[src/alu_defs.svh]
`ifndef ALU_DEFS_SVH
`define ALU_DEFS_SVH

`define ALU_WIDTH       32
`define ALU_OPC_WIDTH   5

// opcode slots follow the processor encoding
`define ALU_OP_ADD      5'd1
`define ALU_OP_SUB      5'd4
`define ALU_OP_AND      5'd5
`define ALU_OP_OR       5'd6
`define ALU_OP_SHR      5'd7
`define ALU_OP_SHRA     5'd8
`define ALU_OP_SHL      5'd9
`define ALU_OP_ROR      5'd10
`define ALU_OP_ROL      5'd11
`define ALU_OP_MUL      5'd15
`define ALU_OP_DIV      5'd16
`define ALU_OP_NEG      5'd17
`define ALU_OP_NOT      5'd18

// word offsets, taken from adr[4:2]
`define ALU_REG_Y       3'd0
`define ALU_REG_B       3'd1
`define ALU_REG_OP      3'd2
`define ALU_REG_ZLO     3'd3
`define ALU_REG_ZHI     3'd4

`endif

[src/alu_pkg.sv]
`include "alu_defs.svh"

package alu_pkg;

    typedef logic [`ALU_WIDTH-1:0] alu_word_t;

    typedef logic [`ALU_OPC_WIDTH-1:0] alu_opcode_t;

    // mul and single-cycle view
    typedef struct packed {
        alu_word_t hi;
        alu_word_t lo;
    } alu_prod_t;

    // div view, remainder in the HI half
    typedef struct packed {
        alu_word_t rem;
        alu_word_t quo;
    } alu_quot_t;

    typedef union packed {
        alu_prod_t prod;
        alu_quot_t quot;
    } alu_result_u;

endpackage

[src/alu_op_if.sv]
`timescale 1ns/1ps

interface alu_op_if
    import alu_pkg::*;
();

    logic        start;  // one cycle per issued op
    alu_opcode_t opcode;
    alu_word_t   y;
    alu_word_t   b;

    modport issue (
        output start,
        output opcode,
        output y,
        output b
    );

    modport unit (
        input start,
        input opcode,
        input y,
        input b
    );

endinterface

[src/alu_logic_unit.sv]
`timescale 1ns/1ps
`include "alu_defs.svh"

module alu_logic_unit
    import alu_pkg::*;
(
    input  logic        clk,
    input  logic        reset,
    alu_op_if.unit      op,
    output logic        valid,
    output alu_result_u result
);

    logic        claim;
    logic [4:0]  shamt;
    logic [63:0] rot_r;
    logic [63:0] rot_l;
    alu_word_t   word;

    // everything except mul/div lands here, unknown codes included
    assign claim = (op.opcode != `ALU_OP_MUL) && (op.opcode != `ALU_OP_DIV);

    assign shamt = op.b[4:0];  // amount is B mod 32
    assign rot_r = {op.y, op.y} >> shamt;
    assign rot_l = {op.y, op.y} << shamt;

    always_comb
    begin
        case (op.opcode)
            `ALU_OP_ADD:
            begin
                word = op.y + op.b;
            end
            `ALU_OP_SUB:
            begin
                word = op.y - op.b;
            end
            `ALU_OP_AND:
            begin
                word = op.y & op.b;
            end
            `ALU_OP_OR:
            begin
                word = op.y | op.b;
            end
            `ALU_OP_SHR:
            begin
                word = op.y >> shamt;
            end
            `ALU_OP_SHRA:
            begin
                word = $signed(op.y) >>> shamt;  // sign fill
            end
            `ALU_OP_SHL:
            begin
                word = op.y << shamt;
            end
            `ALU_OP_ROR:
            begin
                word = rot_r[31:0];
            end
            `ALU_OP_ROL:
            begin
                word = rot_l[63:32];
            end
            `ALU_OP_NEG:
            begin
                word = '0 - op.b;
            end
            `ALU_OP_NOT:
            begin
                word = ~op.b;
            end
            default:
            begin
                word = '0;
            end
        endcase
    end

    always_ff @(posedge clk)
    begin
        if (reset)
            valid <= 1'b0;
        else
            valid <= op.start && claim;
    end

    always_ff @(posedge clk)
    begin
        if (op.start && claim)
        begin
            result.prod.hi <= '0;  // single word ops leave hi clear
            result.prod.lo <= word;
        end
    end

endmodule

[src/alu_muldiv_unit.sv]
`timescale 1ns/1ps
`include "alu_defs.svh"

module alu_muldiv_unit
    import alu_pkg::*;
(
    input  logic        clk,
    input  logic        reset,
    alu_op_if.unit      op,
    output logic        valid,
    output alu_result_u result
);

    logic        mine;
    logic        running;
    logic [4:0]  count;
    logic        is_div;
    alu_word_t   hi_q;    // product high / partial remainder
    alu_word_t   lo_q;    // multiplier / quotient
    alu_word_t   b_q;
    logic [32:0] add_sum;
    logic [32:0] shifted;
    logic [33:0] diff;

    assign mine = (op.opcode == `ALU_OP_MUL) || (op.opcode == `ALU_OP_DIV);

    // shift-add step
    assign add_sum = {1'b0, hi_q} + {1'b0, b_q & {`ALU_WIDTH{lo_q[0]}}};

    // restoring step, diff[33] set means the trial went negative
    assign shifted = {hi_q, lo_q[`ALU_WIDTH-1]};
    assign diff    = {1'b0, shifted} - {2'b00, b_q};

    always_ff @(posedge clk)
    begin
        if (reset)
        begin
            running <= 1'b0;
            count   <= '0;
            valid   <= 1'b0;
        end
        else
        begin
            valid <= 1'b0;
            if (op.start && mine)
            begin
                running <= 1'b1;
                count   <= '0;
            end
            else if (running)
            begin
                count <= count + 5'd1;
                if (count == 5'd31)  // last of 32 steps
                begin
                    running <= 1'b0;
                    valid   <= 1'b1;
                end
            end
        end
    end

    always_ff @(posedge clk)
    begin
        if (op.start && mine)
        begin
            hi_q   <= '0;
            lo_q   <= op.y;
            b_q    <= op.b;
            is_div <= (op.opcode == `ALU_OP_DIV);
        end
        else if (running)
        begin
            if (is_div)
            begin
                if (!diff[33])
                begin
                    hi_q <= diff[31:0];
                    lo_q <= {lo_q[30:0], 1'b1};
                end
                else
                begin
                    hi_q <= shifted[31:0];  // restore
                    lo_q <= {lo_q[30:0], 1'b0};
                end
            end
            else
            begin
                hi_q <= add_sum[32:1];
                lo_q <= {add_sum[0], lo_q[31:1]};
            end
        end
    end

    // upper half is product high or remainder
    assign result = {hi_q, lo_q};

    // the top must hold off issue until busy clears
    a_no_start_while_running: assert property (
        @(posedge clk) disable iff (reset)
        (op.start && mine) |-> !running
    );

endmodule

[src/alu_result_merge.sv]
`timescale 1ns/1ps
`include "alu_defs.svh"

module alu_result_merge
    import alu_pkg::*;
(
    input  logic        clk,
    input  logic        reset,
    input  logic        logic_valid,
    input  alu_result_u logic_result,
    input  logic        muldiv_valid,
    input  alu_result_u muldiv_result,
    alu_op_if.unit      op,
    output alu_result_u z,
    output logic        busy
);

    logic is_long;

    assign is_long = (op.opcode == `ALU_OP_MUL) || (op.opcode == `ALU_OP_DIV);

    always_ff @(posedge clk)
    begin
        if (reset)
            z <= '0;
        else if (logic_valid)
            z <= logic_result;
        else if (muldiv_valid)
            z <= muldiv_result;
    end

    // set on a mul/div issue, cleared by its valid
    always_ff @(posedge clk)
    begin
        if (reset)
            busy <= 1'b0;
        else if (op.start && is_long)
            busy <= 1'b1;
        else if (muldiv_valid)
            busy <= 1'b0;
    end

    // one op in flight per unit, and the issue stall keeps them apart
    a_single_valid: assert property (
        @(posedge clk) disable iff (reset)
        !(logic_valid && muldiv_valid)
    );

endmodule

[src/alu_wb_top.sv]
`timescale 1ns/1ps
`include "alu_defs.svh"

module alu_wb_top
    import alu_pkg::*;
(
    input  logic       clk,
    input  logic       reset,
    input  logic       wb_cyc,
    input  logic       wb_stb,
    input  logic       wb_we,
    input  logic [4:0] wb_adr,
    input  alu_word_t  wb_dat_w,
    output alu_word_t  wb_dat_r,
    output logic       wb_ack
);

    alu_op_if op_bus ();

    logic        logic_valid;
    logic        muldiv_valid;
    logic        busy;
    logic        hold_q;    // acked, waiting for stb to drop
    logic        start_q;
    logic        req;
    logic        op_write;
    logic        accept;
    logic [2:0]  reg_sel;
    alu_word_t   y_q;
    alu_word_t   b_q;
    alu_opcode_t opc_q;
    alu_result_u logic_result;
    alu_result_u muldiv_result;
    alu_result_u z;

    assign reg_sel  = wb_adr[4:2];
    assign req      = wb_cyc && wb_stb && !hold_q;
    assign op_write = wb_we && (reg_sel == `ALU_REG_OP);
    assign accept   = req && !(op_write && busy);  // stall issue while busy

    assign op_bus.start  = start_q;
    assign op_bus.opcode = opc_q;
    assign op_bus.y      = y_q;
    assign op_bus.b      = b_q;

    always_ff @(posedge clk)
    begin
        if (reset)
        begin
            wb_ack  <= 1'b0;
            hold_q  <= 1'b0;
            start_q <= 1'b0;
            y_q     <= '0;
            b_q     <= '0;
            opc_q   <= '0;
        end
        else
        begin
            wb_ack  <= accept;
            start_q <= accept && op_write;  // pulses in the ack cycle
            if (accept)
                hold_q <= 1'b1;
            else if (!wb_stb)
                hold_q <= 1'b0;
            if (accept && wb_we)
            begin
                case (reg_sel)
                    `ALU_REG_Y:  y_q   <= wb_dat_w;
                    `ALU_REG_B:  b_q   <= wb_dat_w;
                    `ALU_REG_OP: opc_q <= wb_dat_w[`ALU_OPC_WIDTH-1:0];
                    default:     ;
                endcase
            end
        end
    end

    always_ff @(posedge clk)
    begin
        if (accept && !wb_we)
        begin
            case (reg_sel)
                `ALU_REG_Y:   wb_dat_r <= y_q;
                `ALU_REG_B:   wb_dat_r <= b_q;
                `ALU_REG_OP:  wb_dat_r <= {{(`ALU_WIDTH-1){1'b0}}, busy};
                `ALU_REG_ZLO: wb_dat_r <= z.prod.lo;
                `ALU_REG_ZHI: wb_dat_r <= z.prod.hi;
                default:      wb_dat_r <= '0;
            endcase
        end
    end

    alu_logic_unit u_logic (
        .clk    (clk),
        .reset  (reset),
        .op     (op_bus.unit),
        .valid  (logic_valid),
        .result (logic_result)
    );

    alu_muldiv_unit u_muldiv (
        .clk    (clk),
        .reset  (reset),
        .op     (op_bus.unit),
        .valid  (muldiv_valid),
        .result (muldiv_result)
    );

    alu_result_merge u_merge (
        .clk           (clk),
        .reset         (reset),
        .logic_valid   (logic_valid),
        .logic_result  (logic_result),
        .muldiv_valid  (muldiv_valid),
        .muldiv_result (muldiv_result),
        .op            (op_bus.unit),
        .z             (z),
        .busy          (busy)
    );

    // host holds the request through the ack cycle
    a_ack_in_cycle: assert property (
        @(posedge clk) disable iff (reset)
        $rose(wb_ack) |-> (wb_cyc && wb_stb)
    );

endmodule
[config.mk]
export PLATFORM = sky130hd
export DESIGN_NAME = alu_wb_top
export DESIGN_NICKNAME = d
export VERILOG_FILES = /design/src/alu_pkg.sv /design/src/alu_op_if.sv /design/src/alu_logic_unit.sv /design/src/alu_muldiv_unit.sv /design/src/alu_result_merge.sv /design/src/alu_wb_top.sv
export VERILOG_INCLUDE_DIRS = /design/src /design/src/src
export SDC_FILE = /design/constraint.sdc
export NUM_CORES = 1
export LEC_CHECK = 0
export BUFFER_PORTS_ARGS = -buffer_cell sky130_fd_sc_hd__buf_2
export CAP_MARGIN = 15
export CORE_AREA = 3 3 235 237
export CTS_CLUSTER_SIZE = 30
export DETAILED_ROUTE_END_ITERATION = 8
export DIE_AREA = 0 0 238 240
export PLACE_DENSITY = 0.64
export SLEW_MARGIN = 10
export SYNTH_ARGS = -nofsm -noshare
export SYNTH_HDL_FRONTEND = slang
export SYNTH_SLANG_ARGS = --single-unit
[constraint.sdc]
create_clock -name clk -period 7.3 [get_ports clk]
set_input_delay 0.365 -clock clk [delete_from_list [all_inputs] [get_ports clk]]
set_output_delay 0.365 -clock clk [all_outputs]
set_load 0.05 [all_outputs]
After elaboration in Yosys (flattened, before gate mapping)
Cells that the tools add are included.

word-level totals
  bits in registers = 306
  input port bits = 42
  output and inout port bits = 33

operators by class
  $add $sub $neg = 6
  eq/ne operators = 21
  shift-type cells = 5
  mux-type cells = 18
  bitwise gates (word level) = 5
  reductions and logical operators = 24

operators with widths
  kind                                                                   number
  32-bit case mux with 11 select lines                                   1
  32-bit two-way mux                                                     5
  32-bit case mux with 5 select lines                                    1
  64-bit two-way mux                                                     2
  32-bit bitwise AND                                                     2
  64-bit by 5-bit << shifter with 64-bit output                          1
  64-bit by 5-bit >> shifter with 32-bit output                          1
  33-bit by 32-bit subtractor with 34-bit output                         1
  32-bit by 32-bit adder with 33-bit output                              1
  32-bit adder                                                           1
  32-bit inverter                                                        1
  32-bit OR                                                              1
  32-bit by 5-bit << shifter with 32-bit output                          1
  32-bit by 5-bit >> shifter with 32-bit output                          1
  32-bit by 5-bit >>> shifter with 32-bit output                         1
  1-bit by 32-bit subtractor with 32-bit output, first input constant    1
  32-bit subtractor                                                      1
  5-bit by 4-bit equality test with 1-bit output, second input constant  5
  5-bit by 3-bit equality test with 1-bit output, second input constant  4
  5-bit equality test, second input constant                             4
  1-bit logical AND                                                      11
  1-bit two-way mux                                                      9
  3-bit by 2-bit equality test with 1-bit output, second input constant  2
  2-bit AND reduction                                                    3
  14 further kinds                                                       18

Logic depth before layout (Yosys ltp)
  depth after elaboration = 7
  mapped depth = 16

Hierarchy
A second synthesis with hierarchy kept.

unflattened totals
  cell total of the unflattened synthesis = 3209
  area, all modules = 27317.4 um^2

modules (own cells, without submodules)
  module            instances  cells each  area each (um^2)  seq. area each (um^2)
  alu_logic_unit    1          1564        11287.1           980.9
  alu_muldiv_unit   1          930         8119.0            2732.6
  alu_wb_top        1          429         4638.2            2402.3
  alu_result_merge  1          286         3273.1            1301.2

Worst setup path after synthesis
OpenSTA, ideal clock, no wires.

  path type = reg-to-reg
  start point = register b_q[4]
  end point = register u_logic.result[30] (netlist name), data pin
  arrival = 3847 ps
  path slack = 3182 ps
  stages on the path, launching flop included = 17
  period minus slack after synthesis = 4118 ps
  cells stage by stage = dfxtp_1 > clkbuf_1 > inv_1 > clkbuf_1 > clkbuf_1 > buf_1 > ha_1 > a21o_1 > a311o_1 > nand4_1 > nand2_1 > a221oi_1 > o21ai_1 > a311oi_1 > o21a_1 > mux2i_1 > nand4_1

on the way
  word-level cells in the longest chain between the ends = 2
  elaborated cells on any way between the ends = 9

ends and longest elaborated chain
  element                                                                RTL line              source
  start: declaration                                                     alu_wb_top.sv:30      alu_word_t b_q;
  start signal: assignment                                               alu_wb_top.sv:69      `ALU_REG_B: b_q <= wb_dat_w;
  1-bit by 32-bit subtractor with 32-bit output (tied with other cells)  alu_logic_unit.sv:68  word = '0 - op.b;
  32-bit case mux with 11 select lines *                                 alu_logic_unit.sv:29  case (op.opcode)
  via u_logic.word[30]                                                   alu_logic_unit.sv:18  alu_word_t word;
  end: declaration                                                       alu_logic_unit.sv:11  output alu_result_u result

Mark *: on every way through the listed nets, which the timed path passes. The rest lies on a longest branch.
A chain may end at the register's enable or synchronous reset.

Worst setup path after layout
  start point = register opc_q[1], in the netlist op_bus.opcode[1]
  end point = register u_logic.result[31] (netlist name), data pin

on the way
  word-level cells in the longest chain between the ends = 2
  elaborated cells on any way between the ends = 12

ends and longest elaborated chain
  element                                      RTL line              source
  start: declaration                           alu_wb_top.sv:31      alu_opcode_t opc_q;
  start signal: assignment                     alu_wb_top.sv:70      `ALU_REG_OP: opc_q <= wb_dat_w[`ALU_OPC_WIDTH-1:0];
  5-bit equality test (tied with other cells)  alu_logic_unit.sv:29
  32-bit case mux with 11 select lines *       alu_logic_unit.sv:29
  via u_logic.word[31]                         alu_logic_unit.sv:18

Marks and branches as above.

==> flow_summary_export.csv <==
group,metric,value,unit
cts,root_buffer,"clkbuf_16",
route,vias_per_cell,6.55,
worst_setup_path,path_max_fanout,26,
logic_synthesis,synth.most_common_cell,"nand2_1",
worst_setup_path,worstSetupEndpointType,"flip-flop",
logic_synthesis,synth_top_cells_by_area,"edfxtp_1 (15%), dfxtp_1 (14%), ha_1 (8.2%), mux2i_1 (7.5%), a21oi_1 (6.7%)",
logic_synthesis,yosys.area.top_type,"edfxtp_1",
cts,ctsHoldBuffers,0,
logic_synthesis,syn-cell-area,25500,um2
timing,max_freq,187,MHz
timing,relSlewSlack,18.8,%
logic_synthesis,ys_warn_count,0,
cts,cts_setup_buffers,0,
timing,finalCritPeriodShare,73.2,%
timing,setup_viol,0,
finish,nets,3362,
worst_setup_path,crit_family,"compound AO/OA/AOI/OAI gates",
route,drc,0,
route,wl,105000,um
logic_synthesis,yosysTopAreaCellShare,15.2,%
logic_synthesis,synth_async_sr_flop_share,0,%
cts,tritoncts,"yes",
global_route,gr-total-overflow,0,
worst_setup_path,ff2ff_setup_slack,1960,ps
logic_synthesis,syn_area_per_cell,7.92,um2
cts,cts_buffer_depth,3,
die,die-area,57100,um2
worst_setup_path,cp_slowest_cell,"a211oi_1",
cts,cts_max_level,2,
worst_setup_path,regToRegStartpoint,"op_bus.opcode[1]",
logic_synthesis,seq_area_frac_synth,29.1,%
timing,skew,23.7,ps
worst_setup_path,cp.required,7580,ps
worst_setup_path,cp-startpoint,"op_bus.opcode[1]",
finish,area_growth,8.10,%
logic_synthesis,synth_common_cells,"nand2_1 (384), a21oi_1 (339), nor2_1 (337)",
global_route,grt_pass1_wl,154000,um
cts,ctsResizeCount,0,
worst_setup_path,path_buf_inv,1,
timing,setup_slack,1960,ps
cts,insertion_delay,530,ps
global_route,antenna_found_initial,4,
die,io-pin-count,75,
timing,drv_slew,0,
logic_synthesis,synth_edf_count,129,
placement,place_congestion,1.07,
global_route,groute.usage.overall,35.7,%
run,maxCapViolations,0,
timing,period_minus_slack,5340,ps
die,coreArea,53500,um2
cts,clkSinkCount,306,
finish,multiInputGateArea,16600,um2
timing,hold_violations,0,
route,vias,25400,
status,outcome,"completed",
min_path,hold_path.class,"input pin to flip-flop",
worst_setup_path,r2r_cells,15,
worst_setup_path,start_kind,"flip-flop",
cts,clk_pin_slew_worst_paths,70,ps
worst_setup_path,crit_path_max_incr_delay,880,ps
finish,drive_above_1_share,8.72,%
placement,pre_cts_slack,2100,ps
global_route,grt_max_degree,106,
finish,regArea,7440,um2
worst_setup_path,crit_path_end,"u_logic.result[31]",
cts,cts_inserted_buffers,34,
power,cellPowerDensity,157,nW/um2
die,core.rowCount,85,
power,ir_worst_vdd,0.124,mV
die,die_y,240,um
timing,grt_setup_unrepaired,"no",
worst_setup_path,cp.depth,15,
route,final_antenna_net_count,0,
route,wl_per_cell,27.1,um
worst_setup_path,r2r-end,"u_logic.result[31]",
die,initial_utilization,47.6,%
worst_setup_path,cp_cell_sequence,"buf_4 > or3_1 > nor2_2 > nor2_1 > ha_1 > a21o_1 > a22o_1 > o31ai_1 > a211oi_1 > a31oi_1 > a21oi_1 > a311o_1 > nand3_1 > mux2i_1 > a221o_1",
logic_synthesis,synth_cell_types,82,
logic_synthesis,ys.flop_type,"dfxtp_1",
route,initialDrtViolationCount,2875,
die,die-width,238,um
placement,dp_hpwl,77600,um
worst_setup_path,critical_path_class,"flip-flop to flip-flop",
logic_synthesis,synth_fp_nets,3426,
placement,port_buffers,72,
timing,max_slew.worst_pin.slew,1220,ps
logic_synthesis,syn_inst,3213,
worst_setup_path,arrival,5620,ps
route,dr.pass1.iters,6,
global_route,grt_pass1_vias,23900,
power,leakage,10.4,nW
finish,num-fill-cells,5133,
logic_synthesis,synth-seq-cells,306,
timing,finalSetupTns,0,ps
==> worst register-to-register path, delay by kind of cell (launching register included) <==
family          cells  cell delay, ps
compound gates      8            2690
fa+ha+maj           1             420
buf+inv             1             230
flops               1             300
mux                 1             150
simple gates        4            1310
==> kinds of logic (layout without fill, tap and decap cells) <==
family	count (synthesis)	in the layout	synth area share [%]
adders and majority gates	171	171	8.52
DFF	306	306	29.1
AOI/OAI and AO/OA	1041	1041	25.8
other	0	4	0
buffers and inverters	371	333	5.68
xor gates and xnor gates	107	107	3.68
and+or+nand+nor	982	982	16.8
muxes	235	235	10.3
==> where the power goes <==
group | leakage, nW | internal (W) | total (W) | switching [W]
registers | 2.75 | 0.00180 | 0.00185 | 0.0000531
logic | 7.09 | 0.000224 | 0.000593 | 0.000369
clock network | 0.588 | 0.00111 | 0.00187 | 0.000752
total | 10.4 | 0.00314 | 0.00431 | 0.00117
==> cell type report <==
type                       count  share of cell area, %
multi-input combinational   2536                   60.4
sequential                   306                   27.0
clock buffer                  41                   3.57
tap                          696                   3.16
timing repair buffer         135                   3.04
inverter                     136                   1.86
clock inverter                21                  0.878
antenna                        4                 0.0364
==> routing by layer <==
| metal | share of wire (%) | GRT usage (%) | routed length (um) | vias up |
|---|---|---|---|---|
| met5 | 0.030 | 0 | 31 | - |
| met4 | 5.6 | 17.1 | 5850 | 4 |
| met3 | 9.9 | 6.37 | 10400 | 267 |
| met2 | 44 | 56.8 | 46300 | 1418 |
| met1 | 40 | 47.1 | 42400 | 12200 |
| li1 | - | - | - | 11500 |
==> worst min path at each step <==
stage,startpoint,end,slack [ps],cells past startpoint
after global placement,hold_q,hold_q,440,2
final,wb_dat_w[25],b_q[25],90,3
after floorplan,b_q[1],u_muldiv.b_q[1],430,0
after detailed placement,u_logic.result[16],u_merge.z[16],470,2
after global routing,wb_dat_w[23],op_bus.y[23],90,3
after CTS,wb_dat_w[9],op_bus.y[9],70,3
==> sequential cells by signal, summed over array words and instances (netlist names), 32 cells and up <==
signal,count
u_merge.z,64
b_q,32
op_bus.y,32
u_logic.result,32
u_muldiv.b_q,32
u_muldiv.hi_q,32
u_muldiv.lo_q,32
wb_dat_r,32
==> placed cells by master (no fill, tap or decap), drive strengths merged, types with 8 or more instances in the layout <==
| master | count |
|---|---|
| nand2 | 384 |
| a21oi | 339 |
| nor2 | 337 |
| o21ai | 263 |
| mux2i | 191 |
| dfxtp | 177 |
| ha | 167 |
| inv | 137 |
| buf | 135 |
| edfxtp | 129 |
| xnor2 | 56 |
| a21o | 55 |
| xor2 | 51 |
| and2 | 47 |
| o22ai | 46 |
| a221o | 42 |
| nand3 | 41 |
| clkbuf | 41 |
| a211oi | 40 |
| nor3 | 37 |
| a22o | 35 |
| o211ai | 34 |
| nand2b | 29 |
| a31oi | 25 |
| mux2 | 24 |
| nand4 | 22 |
| o221ai | 21 |
| mux4 | 20 |
| o21bai | 19 |
| nor2b | 18 |
| and3 | 18 |
| o21a | 14 |
| o31ai | 13 |
| a221oi | 13 |
| clkinv | 11 |
| or3 | 9 |
| or2 | 9 |
| nand3b | 8 |
| nor4 | 8 |
==> through the flow <==
step / instances / total power (W) / instance area, um2 / util [%] / hold slack, ps
6_report: 3875 / 0.00431 / 27500 / 51.4 / 85.7
5_1_grt: 3871 / 0.00446 / 27500 / 51.4 / 88.6
4_1_cts: 3871 / 0.00432 / 27500 / 51.4 / 72.9
3_5_place_dp: 3809 / 0.00247 / 26300 / 49.1 / 469
3_3_place_gp: 3809 / 0.00246 / 26300 / 49.1 / 444
2_1_floorplan: 3213 / 0.00231 / 25500 / - / 432
Power figures use the tool's default switching activity.
